File: config.mk
export PLATFORM = sky130hd
export DESIGN_NAME = map_238_top
export DESIGN_NICKNAME = d
export VERILOG_FILES = /design/src/design/mapper_pkg.sv /design/src/design/mmc_reg_decode.sv /design/src/design/bank_slot.sv /design/src/design/bank_mapper.sv /design/src/design/irq_counter.sv /design/src/design/map_238_top.sv
export SDC_FILE = /design/constraint.sdc
export NUM_CORES = 1
export LEC_CHECK = 0
export ABC_AREA = 1
export BUFFER_PORTS_ARGS = -buffer_cell sky130_fd_sc_hd__buf_2
export CORE_MARGIN = 4
export CORE_UTILIZATION = 45
export DETAILED_ROUTE_END_ITERATION = 8
export HOLD_SLACK_MARGIN = 0.15
export PLACE_DENSITY = 0.7
export SLEW_MARGIN = 30
export SYNTH_ARGS = -nofsm -noshare
export SYNTH_HDL_FRONTEND = slang
export SYNTH_SLANG_ARGS = --single-unit
File: constraint.sdc
create_clock -name m2 -period 2.3 [get_ports m2]
set_input_delay 0.46 -clock m2 [delete_from_list [all_inputs] [get_ports m2]]
set_output_delay 0.46 -clock m2 [all_outputs]
set_load 0.05 [all_outputs]
File: src/design/mapper_pkg.sv
`default_nettype none

package mapper_pkg;

	// ==============================
	// Register opcodes
	// ==============================

	// Opcode is {cpu_addr[14], cpu_addr[13], cpu_addr[0]}
	typedef enum logic [2:0] {
		reg_bank_select = 3'd0, // $8000
		reg_bank_data   = 3'd1, // $8001
		reg_mirror      = 3'd2, // $A000
		reg_ram_cfg     = 3'd3, // $A001
		reg_irq_latch   = 3'd4, // $C000
		reg_irq_reload  = 3'd5, // $C001
		reg_irq_disable = 3'd6, // $E000
		reg_irq_enable  = 3'd7  // $E001
	} mmc_reg_e;

	// ==============================
	// Buses
	// ==============================

	typedef struct packed {
		logic swap_control; // PRG $8000/$C000 swap
		logic chr_invert;   // 2 KB CHR windows at $1000
		logic mirror_mode;  // 1 selects horizontal
		logic ram_on;
		logic ram_we_off;
	} mmc_cfg_t;

	typedef struct packed {
		logic       we;
		logic [2:0] sel;  // Target slot
		logic [7:0] data;
	} slot_wr_t;

	typedef struct packed {
		logic       hit;  // Window covers the current address
		logic [7:0] page;
	} slot_out_t;

	// Latch value itself travels on a separate bus
	typedef struct packed {
		logic latch_we;
		logic reload_req;
		logic disable_ack;
		logic enable;
	} irq_cmd_t;

	// ==============================
	// Constants
	// ==============================

	localparam int SLOT_COUNT = 8;
	localparam int CHR_SLOT_COUNT = 6; // Slots 0..5 are CHR, the rest PRG

	localparam logic [7:0] SLOT_RESET [SLOT_COUNT] = '{
		8'd0, 8'd2, 8'd4, 8'd5, 8'd6, 8'd7, 8'd0, 8'd1
	};

	localparam logic [5:0] PRG_FIXED_LAST = 6'h3F;
	localparam logic [5:0] PRG_FIXED_SECOND = 6'h3E;

	localparam int A12_LOW_SAMPLES = 4;

	localparam logic [7:0] EX_TABLE [4] = '{8'h00, 8'h02, 8'h02, 8'h03};
	localparam logic [15:0] CPU_EX_BASE = 16'h4020;
	localparam logic [2:0] RAM_AREA = 3'b011; // $6000-$7FFF

endpackage

`default_nettype wire

File: src/design/mmc_reg_decode.sv
`timescale 1ns/100ps
`default_nettype none

module mmc_reg_decode import mapper_pkg::*;
(
	input  wire logic        m2,
	input  wire logic        map_rst,
	input  wire logic [15:0] cpu_addr,
	input  wire logic [7:0]  cpu_dat,
	input  wire logic        cpu_we,
	input  wire logic        cfg_mir_v,
	output mmc_cfg_t         cfg,
	output slot_wr_t         slot_wr,
	output irq_cmd_t         irq_cmd,
	output logic [7:0]       latch_val,
	output logic [7:0]       ex_reg
);

	mmc_reg_e   reg_op;
	logic       mmc_we;
	logic       ex_we;
	logic [2:0] bank_sel;

	assign reg_op = mmc_reg_e'({cpu_addr[14], cpu_addr[13], cpu_addr[0]});
	assign mmc_we = cpu_we & cpu_addr[15];
	assign ex_we = cpu_we & !cpu_addr[15] & (cpu_addr >= CPU_EX_BASE); // $4020-$7FFF

	// ==============================
	// Write pulses
	// ==============================

	always_comb
	begin
		slot_wr.we = mmc_we && (reg_op == reg_bank_data);
		slot_wr.sel = bank_sel;
		slot_wr.data = cpu_dat;
	end

	always_comb
	begin
		irq_cmd = '0;
		if (mmc_we)
		begin
			case (reg_op)
				reg_irq_latch:   irq_cmd.latch_we = 1'b1;
				reg_irq_reload:  irq_cmd.reload_req = 1'b1;
				reg_irq_disable: irq_cmd.disable_ack = 1'b1;
				reg_irq_enable:  irq_cmd.enable = 1'b1;
				default:         irq_cmd = '0;
			endcase
		end
	end

	// ==============================
	// Control registers
	// ==============================

	always_ff @(posedge m2)
	begin
		if (map_rst)
		begin
			bank_sel <= '0;
			cfg.swap_control <= 1'b0;
			cfg.chr_invert <= 1'b0;
			cfg.mirror_mode <= cfg_mir_v;
			cfg.ram_on <= 1'b0;
			cfg.ram_we_off <= 1'b0;
		end
		else if (mmc_we)
		begin
			case (reg_op)
				reg_bank_select:
				begin
					bank_sel <= cpu_dat[2:0];
					cfg.swap_control <= cpu_dat[6];
					cfg.chr_invert <= cpu_dat[7];
				end
				reg_mirror: cfg.mirror_mode <= cpu_dat[0];
				reg_ram_cfg:
				begin
					cfg.ram_on <= cpu_dat[7];
					cfg.ram_we_off <= cpu_dat[6];
				end
				default: bank_sel <= bank_sel;
			endcase
		end
	end

	always_ff @(posedge m2)
	begin
		if (map_rst)
			latch_val <= '0;
		else if (irq_cmd.latch_we)
			latch_val <= cpu_dat;
	end

	always_ff @(posedge m2)
	begin
		if (map_rst)
			ex_reg <= '0;
		else if (ex_we)
			ex_reg <= EX_TABLE[cpu_dat[1:0]]; // Protection read-back value
	end

	a_irq_cmd_single: assert property (@(posedge m2) disable iff (map_rst)
		$onehot0(irq_cmd))
		else $error("more than one IRQ command pulse");

endmodule

`default_nettype wire

File: src/design/bank_slot.sv
`timescale 1ns/100ps
`default_nettype none

module bank_slot import mapper_pkg::*;
#(
	parameter int SLOT_IDX = 0
)
(
	input  wire logic        m2,
	input  wire logic        map_rst,
	input  wire slot_wr_t    slot_wr,
	input  wire mmc_cfg_t    cfg,
	input  wire logic [15:0] cpu_addr,
	input  wire logic [13:0] ppu_addr,
	output slot_out_t        slot_out
);

	logic [7:0] bank_q;

	always_ff @(posedge m2)
	begin
		if (map_rst)
			bank_q <= SLOT_RESET[SLOT_IDX];
		else if (slot_wr.we && (slot_wr.sel == 3'(SLOT_IDX)))
			bank_q <= slot_wr.data;
	end

	// ==============================
	// Window decode
	// ==============================

	always_comb
	begin
		slot_out.hit = 1'b0;
		slot_out.page = bank_q;
		if (SLOT_IDX < 2)
		begin
			// 2 KB CHR, low page bit from A10
			slot_out.hit = (ppu_addr[12:11] == {cfg.chr_invert, 1'(SLOT_IDX)});
			slot_out.page = {bank_q[7:1], ppu_addr[10]};
		end
		else if (SLOT_IDX < CHR_SLOT_COUNT)
		begin
			// 1 KB CHR on the opposite half
			slot_out.hit = (ppu_addr[12] == !cfg.chr_invert)
				&& (ppu_addr[11:10] == 2'(SLOT_IDX - 2));
		end
		else if (SLOT_IDX == CHR_SLOT_COUNT)
		begin
			slot_out.hit = (cpu_addr[15:13] == {1'b1, cfg.swap_control, 1'b0}); // $8000 or $C000
		end
		else
		begin
			slot_out.hit = (cpu_addr[15:13] == 3'b101); // $A000
		end
	end

endmodule

`default_nettype wire

File: src/design/bank_mapper.sv
`timescale 1ns/100ps
`default_nettype none

module bank_mapper import mapper_pkg::*;
(
	input  wire logic [15:0] cpu_addr,
	input  wire logic        cpu_rw,
	input  wire logic [13:0] ppu_addr,
	input  wire mmc_cfg_t    cfg,
	input  wire slot_out_t   slot_bus [SLOT_COUNT],
	input  wire logic [7:0]  ex_reg,
	output logic [18:0]      prg_addr,
	output logic [17:0]      chr_addr,
	output logic             ciram_a10,
	output logic             ram_ce,
	output logic             ram_we,
	output logic             rom_ce,
	output logic             map_cpu_oe,
	output logic [7:0]       map_cpu_dout
);

	logic [CHR_SLOT_COUNT-1:0]            chr_hits;
	logic [SLOT_COUNT-CHR_SLOT_COUNT-1:0] prg_hits;
	logic [7:0]                           chr_page;
	logic [7:0]                           prg_page;
	logic [5:0]                           prg_bank;
	logic                                 ram_area;

	// ==============================
	// Slot merge
	// ==============================

	// Hits are exclusive, so OR-ing the gated pages picks the winner
	always_comb
	begin
		chr_page = '0;
		prg_page = '0;
		for (int i = 0; i < SLOT_COUNT; i++)
		begin
			if (i < CHR_SLOT_COUNT)
			begin
				chr_hits[i] = slot_bus[i].hit;
				chr_page = chr_page | (slot_bus[i].hit ? slot_bus[i].page : 8'h00);
			end
			else
			begin
				prg_hits[i - CHR_SLOT_COUNT] = slot_bus[i].hit;
				prg_page = prg_page | (slot_bus[i].hit ? slot_bus[i].page : 8'h00);
			end
		end
	end

	always_comb
	begin
		if (!cpu_addr[15])
			prg_bank = '0;
		else if (|prg_hits)
			prg_bank = prg_page[5:0];
		else if (cpu_addr[14:13] == 2'b11)
			prg_bank = PRG_FIXED_LAST;
		else
			prg_bank = PRG_FIXED_SECOND; // Window left free by swap_control
	end

	assign prg_addr = {prg_bank, cpu_addr[12:0]};
	assign chr_addr = {chr_page, ppu_addr[9:0]};

	// ==============================
	// Strobes
	// ==============================

	assign ciram_a10 = cfg.mirror_mode ? ppu_addr[11] : ppu_addr[10];
	assign ram_area = (cpu_addr[15:13] == RAM_AREA);
	assign ram_ce = ram_area & cfg.ram_on;
	assign ram_we = ram_ce & !cpu_rw & !cfg.ram_we_off;
	assign rom_ce = cpu_addr[15];
	assign map_cpu_oe = cpu_rw & !cpu_addr[15] & (cpu_addr >= CPU_EX_BASE);
	assign map_cpu_dout = ex_reg;

	always_comb
	begin
		a_single_hit: assert final ($onehot0(chr_hits) && $onehot0(prg_hits))
			else $error("overlapping bank slot windows");
	end

endmodule

`default_nettype wire

File: src/design/irq_counter.sv
`timescale 1ns/100ps
`default_nettype none

module irq_counter import mapper_pkg::*;
(
	input  wire logic       m2,
	input  wire logic       map_rst,
	input  wire logic       ppu_a12,
	input  wire irq_cmd_t   irq_cmd,
	input  wire logic [7:0] latch_val,
	output logic            irq
);

	logic [7:0] a12_filter;
	logic       a12_rise;
	logic       reload_pend;
	logic [7:0] irq_ctr;
	logic [7:0] ctr_next;
	logic       irq_on;
	logic       irq_pend;
	logic       irq_hit;

	// ==============================
	// A12 filter
	// ==============================

	always_ff @(posedge m2)
	begin
		if (map_rst)
			a12_filter <= '1; // No low history yet
		else
			a12_filter <= {a12_filter[6:0], ppu_a12};
	end

	assign a12_rise = ppu_a12 && (a12_filter[A12_LOW_SAMPLES-1:0] == '0);

	// ==============================
	// Counter
	// ==============================

	assign ctr_next = (reload_pend || irq_ctr == 8'd0) ? latch_val : irq_ctr - 8'd1;
	assign irq_hit = a12_rise && irq_on && (ctr_next == 8'd0);

	always_ff @(posedge m2)
	begin
		if (map_rst)
		begin
			irq_ctr <= '0;
			reload_pend <= 1'b0;
		end
		else
		begin
			if (a12_rise)
				irq_ctr <= ctr_next;
			if (irq_cmd.reload_req)
				reload_pend <= 1'b1; // New request beats a same-edge reload
			else if (a12_rise)
				reload_pend <= 1'b0;
		end
	end

	always_ff @(posedge m2)
	begin
		if (map_rst)
		begin
			irq_on <= 1'b0;
			irq_pend <= 1'b0;
		end
		else if (irq_cmd.disable_ack)
		begin
			irq_on <= 1'b0;
			irq_pend <= 1'b0;
		end
		else
		begin
			if (irq_cmd.enable)
				irq_on <= 1'b1;
			if (irq_hit)
				irq_pend <= 1'b1; // Held until disabled
		end
	end

	assign irq = irq_pend;

	a_irq_needs_enable: assert property (@(posedge m2) disable iff (map_rst)
		$rose(irq) |-> $past(irq_on))
		else $error("irq rose while disabled");

endmodule

`default_nettype wire

File: src/design/map_238_top.sv
`timescale 1ns/100ps
`default_nettype none

module map_238_top import mapper_pkg::*;
(
	input  wire logic        m2,
	input  wire logic        map_rst,
	input  wire logic [15:0] cpu_addr,
	input  wire logic [7:0]  cpu_dat,
	input  wire logic        cpu_rw,
	input  wire logic        cpu_we,
	input  wire logic [13:0] ppu_addr,
	input  wire logic        cfg_mir_v,
	output logic [18:0]      prg_addr,
	output logic [17:0]      chr_addr,
	output logic             ciram_a10,
	output logic             ram_ce,
	output logic             ram_we,
	output logic             rom_ce,
	output logic             map_cpu_oe,
	output logic [7:0]       map_cpu_dout,
	output logic             irq
);

	mmc_cfg_t   cfg;
	slot_wr_t   slot_wr;
	irq_cmd_t   irq_cmd;
	logic [7:0] latch_val;
	logic [7:0] ex_reg;
	slot_out_t  slot_bus [SLOT_COUNT];

	// ==============================
	// Register decode
	// ==============================

	mmc_reg_decode mmc_reg_decode_inst (
		.m2        (m2),
		.map_rst   (map_rst),
		.cpu_addr  (cpu_addr),
		.cpu_dat   (cpu_dat),
		.cpu_we    (cpu_we),
		.cfg_mir_v (cfg_mir_v),
		.cfg       (cfg),
		.slot_wr   (slot_wr),
		.irq_cmd   (irq_cmd),
		.latch_val (latch_val),
		.ex_reg    (ex_reg)
	);

	for (genvar slot_idx = 0; slot_idx < SLOT_COUNT; slot_idx++)
	begin : g_slot
		bank_slot #(.SLOT_IDX(slot_idx)) bank_slot_inst (
			.m2       (m2),
			.map_rst  (map_rst),
			.slot_wr  (slot_wr),
			.cfg      (cfg),
			.cpu_addr (cpu_addr),
			.ppu_addr (ppu_addr),
			.slot_out (slot_bus[slot_idx])
		);
	end

	// ==============================
	// Translation and IRQ
	// ==============================

	bank_mapper bank_mapper_inst (
		.cpu_addr     (cpu_addr),
		.cpu_rw       (cpu_rw),
		.ppu_addr     (ppu_addr),
		.cfg          (cfg),
		.slot_bus     (slot_bus),
		.ex_reg       (ex_reg),
		.prg_addr     (prg_addr),
		.chr_addr     (chr_addr),
		.ciram_a10    (ciram_a10),
		.ram_ce       (ram_ce),
		.ram_we       (ram_we),
		.rom_ce       (rom_ce),
		.map_cpu_oe   (map_cpu_oe),
		.map_cpu_dout (map_cpu_dout)
	);

	irq_counter irq_counter_inst (
		.m2        (m2),
		.map_rst   (map_rst),
		.ppu_a12   (ppu_addr[12]),
		.irq_cmd   (irq_cmd),
		.latch_val (latch_val),
		.irq       (irq)
	);

endmodule

`default_nettype wire

==> metrics <==
Core Region=9420 µm²; via count=4004; initial DRC count=265; CTS H-tree lvls=3; Area Growth Syn to Fin=10.6%; global route hottest layer=met2; area occupied by registers=1830 µm²; Yosys reg bits=91; status=complete, no violations; fill count=941; initial antenna violation count=0; CP startpoint kind=flop; sequential cell area fraction in the yosys report=41.5%; Vias per Instance=5.04; Required @ worst endpoint=1.84 ns; final-stage net count=706; GR met1 Demand/Resource=24.5%; RSZ-0062 raised after global routing=no; post-synth top area share=40.8%; leading registers by flop count=g_slot.bank_slot_inst.bank_q: 58 flops, irq_counter_inst.irq_ctr: 8 flops, mmc_reg_decode_inst.latch_val: 8 flops; syn avg cell area=6.98 µm²; die width=107 µm; clk_lat worst skew=0.36 ns; DIE AREA=11500 µm²; drt first pass iters=5; Tot GR Track Use=19.2%; Tmin final=2.21 ns; largest net degree at the start of global routing=75; Starting Density=46.9%; final period utilization=96.2%; clock-pin slew on the worst setup and hold paths=0.08 ns; TritonCTS clock tree=built; DR WL/cell=13.6 µm; area of the multi-input gates=2030 µm²; Clock Sinks=91; Post-DP HPWL=7680 µm; Final Non-Filler Cells=795; Syn Std Cell Area=4420 µm²; final core occ=51.9%; synth top area cells=dfxtp_1, o21ai_0, nor2_1; Port Buffers=58; slowest CP cell=dfxtp_2; setup TNS=0 ns; Power per Cell Area=606 nW/µm²; maximum vdd drop=0.418 mV; Hold Path Class=primary input to flop; Row Count=35; Max-cap violations=0; Setup Buffers After CTS=0; f_max=0.452 GHz; Top delay family on crit path=buffers and inverters; crit-path max cell delay=0.34 ns; count of pins over their slew limit=0; CTS buffer count=9; Ports=94; Yosys warning total=0; CP max FO=13; Crit path arrival time=1.75 ns; M2 GR Usage=32.2%; Post-Place Cells=779; Worst Tran Pin Value=0.634 ns; CTS root buffer=clkbuf_8; Global Route met3 Usage=4.88%; Worst Setup End Kind=output port; post-synthesis cell type count=36; Largest register FFs=58; CTS max path bufs=2; Ant. Diodes=0; worst path cell trace=xnor2_2 > buf_12 > nor3_4 > a221oi_2 > nand3_1 > buf_4; post-route ant nets=0; Top reg by flops=g_slot.bank_slot_inst.bank_q; post-synthesis cell count=633; Yosys top cell by area=dfxtp_1; Placer Congestion=0.907; Final Hold Vio Count=0; chip height=107 µm; vias in the first global route=3746; clk_skew=0.00728 ns; DRT Wirelength=10800 µm; total gr overflow=0; layout cell share with drive strength beyond 1=18.2%; Max-slew headroom=57.8%; Buf+Inv Stages, Crit Path=2; Post-route DRC=0; Final setup viols=0; critical path class=flop to output port; Lkg Pwr=2.18 nW; first-pass GRT wire length=17800 µm
## Yosys cell counts
cell type and n:
o211ai_1 3, nand4_1 5, clkbuf_1 12, nor3_1 1, o21ai_4 1, nand3_1 34
o2111ai_1 1, nor2_2 4, ha_1 2, nor3_2 3, o21ai_1 4, a31oi_1 1
o31ai_1 1, o21ai_0 87, nand2_1 96, o22ai_1 5, nor4_1 1, xor2_1 1
dfxtp_1 90, buf_2 4, clkinv_1 2, buf_1 6, buf_4 31, inv_1 64
inv_2 10, a221oi_1 2, nor2_4 7, xnor2_1 1, edfxtp_1 1, a21oi_1 39
conb_1 1, a21oi_2 1, xnor2_2 1, nand2_2 5, nor2_1 102, or2_2 4
## final cells by class
type / count / area share (%)
clock inverters: 4 / 0.512
well taps: 129 / 3.30
clock buffers: 12 / 3.18
flip-flops and latches: 91 / 37.5
repair buffers: 65 / 8.07
inverters: 76 / 5.84
multi-input cells: 418 / 41.6
## per-layer routing
layer	share of wire (%)	up-vias
met4	0.97	0
met3	5.6	14
met5	0	-
met1	45	1827
met2	48	112
li1	-	2051
## power by group
part	switching (W)	total, W	internal (W)	leakage, nW
registers	0.00000817	0.00160	0.00159	0.737
logic	0.000276	0.000364	0.0000886	1.35
clock network	0.000548	0.000997	0.000449	0.0884
## tightest hold or removal path, stage by stage
cell and delay, ns:
buf_2 0.14, inv_1 0.05, nand2_1 0.04
## through the flow
stage,hold slack (ns),instance area [µm²],total power (W),setup WS (ns)
finish,0.361,4880,0.00296,0.0883
global route,0.370,4880,0.00309,0.00208
CTS,0.349,4840,0.00298,0.00715
detailed placement,0.431,4640,0.00199,0.0254
global placement,0.425,4640,0.00198,0.0512
floorplan,0.418,4440,0.00197,0.0412
## layout by cell type (no fill, tap or decap), types with 3 or more instances in the layout
cell	instances
buf_4	8
o21ai_1	8
o211ai_1	3
inv_2	11
conb_1	6
o22ai_1	5
dfxtp_1	89
nor2_4	7
clkbuf_8	11
nand2_1	96
nand3_1	33
nand2_2	4
nand4_1	5
nor2_1	102
nor2_2	4
or2_2	4
o21ai_0	83
buf_6	5
a21oi_1	39
inv_1	63
buf_2	50
## what timing repair did
| action | 4_1_cts | 5_1_grt |
|---|---|---|
| gates resized for setup | 6 | 20 |
| hold buffers | 0 | 0 |
| endpoints found under the setup margin | 4 | 11 |
| cloned | 0 | 0 |
## worst paths after layout
kind	startpoint	endpoint	slack, ns	depth (start not counted)
worst min register to register	irq_counter_inst.a12_filter[1]	irq_counter_inst.a12_filter[2]	0.45	1
worst max-delay path	mmc_reg_decode_inst.cfg[3]	chr_addr[12]	0.09	6
worst max register to register	irq_counter_inst.irq_ctr[0]	irq_counter_inst.irq	0.70	10
worst min-delay path	ppu_addr[12]	irq_counter_inst.a12_filter[0]	0.36	3
## cell families (layout without fill, tap and decap cells)
family / count (synthesis) / after routing / synth area share, %
fa+ha+maj: 2 / 2 / 0.567
compound gates: 145 / 145 / 17.4
simple gates: 262 / 262 / 26.0
flops: 91 / 91 / 41.5
other cells: 1 / 6 / 0.0849
xor+xnor: 3 / 3 / 0.765
buf+inv: 129 / 157 / 13.7
No activity file was read; power rests on OpenSTA's default activity.
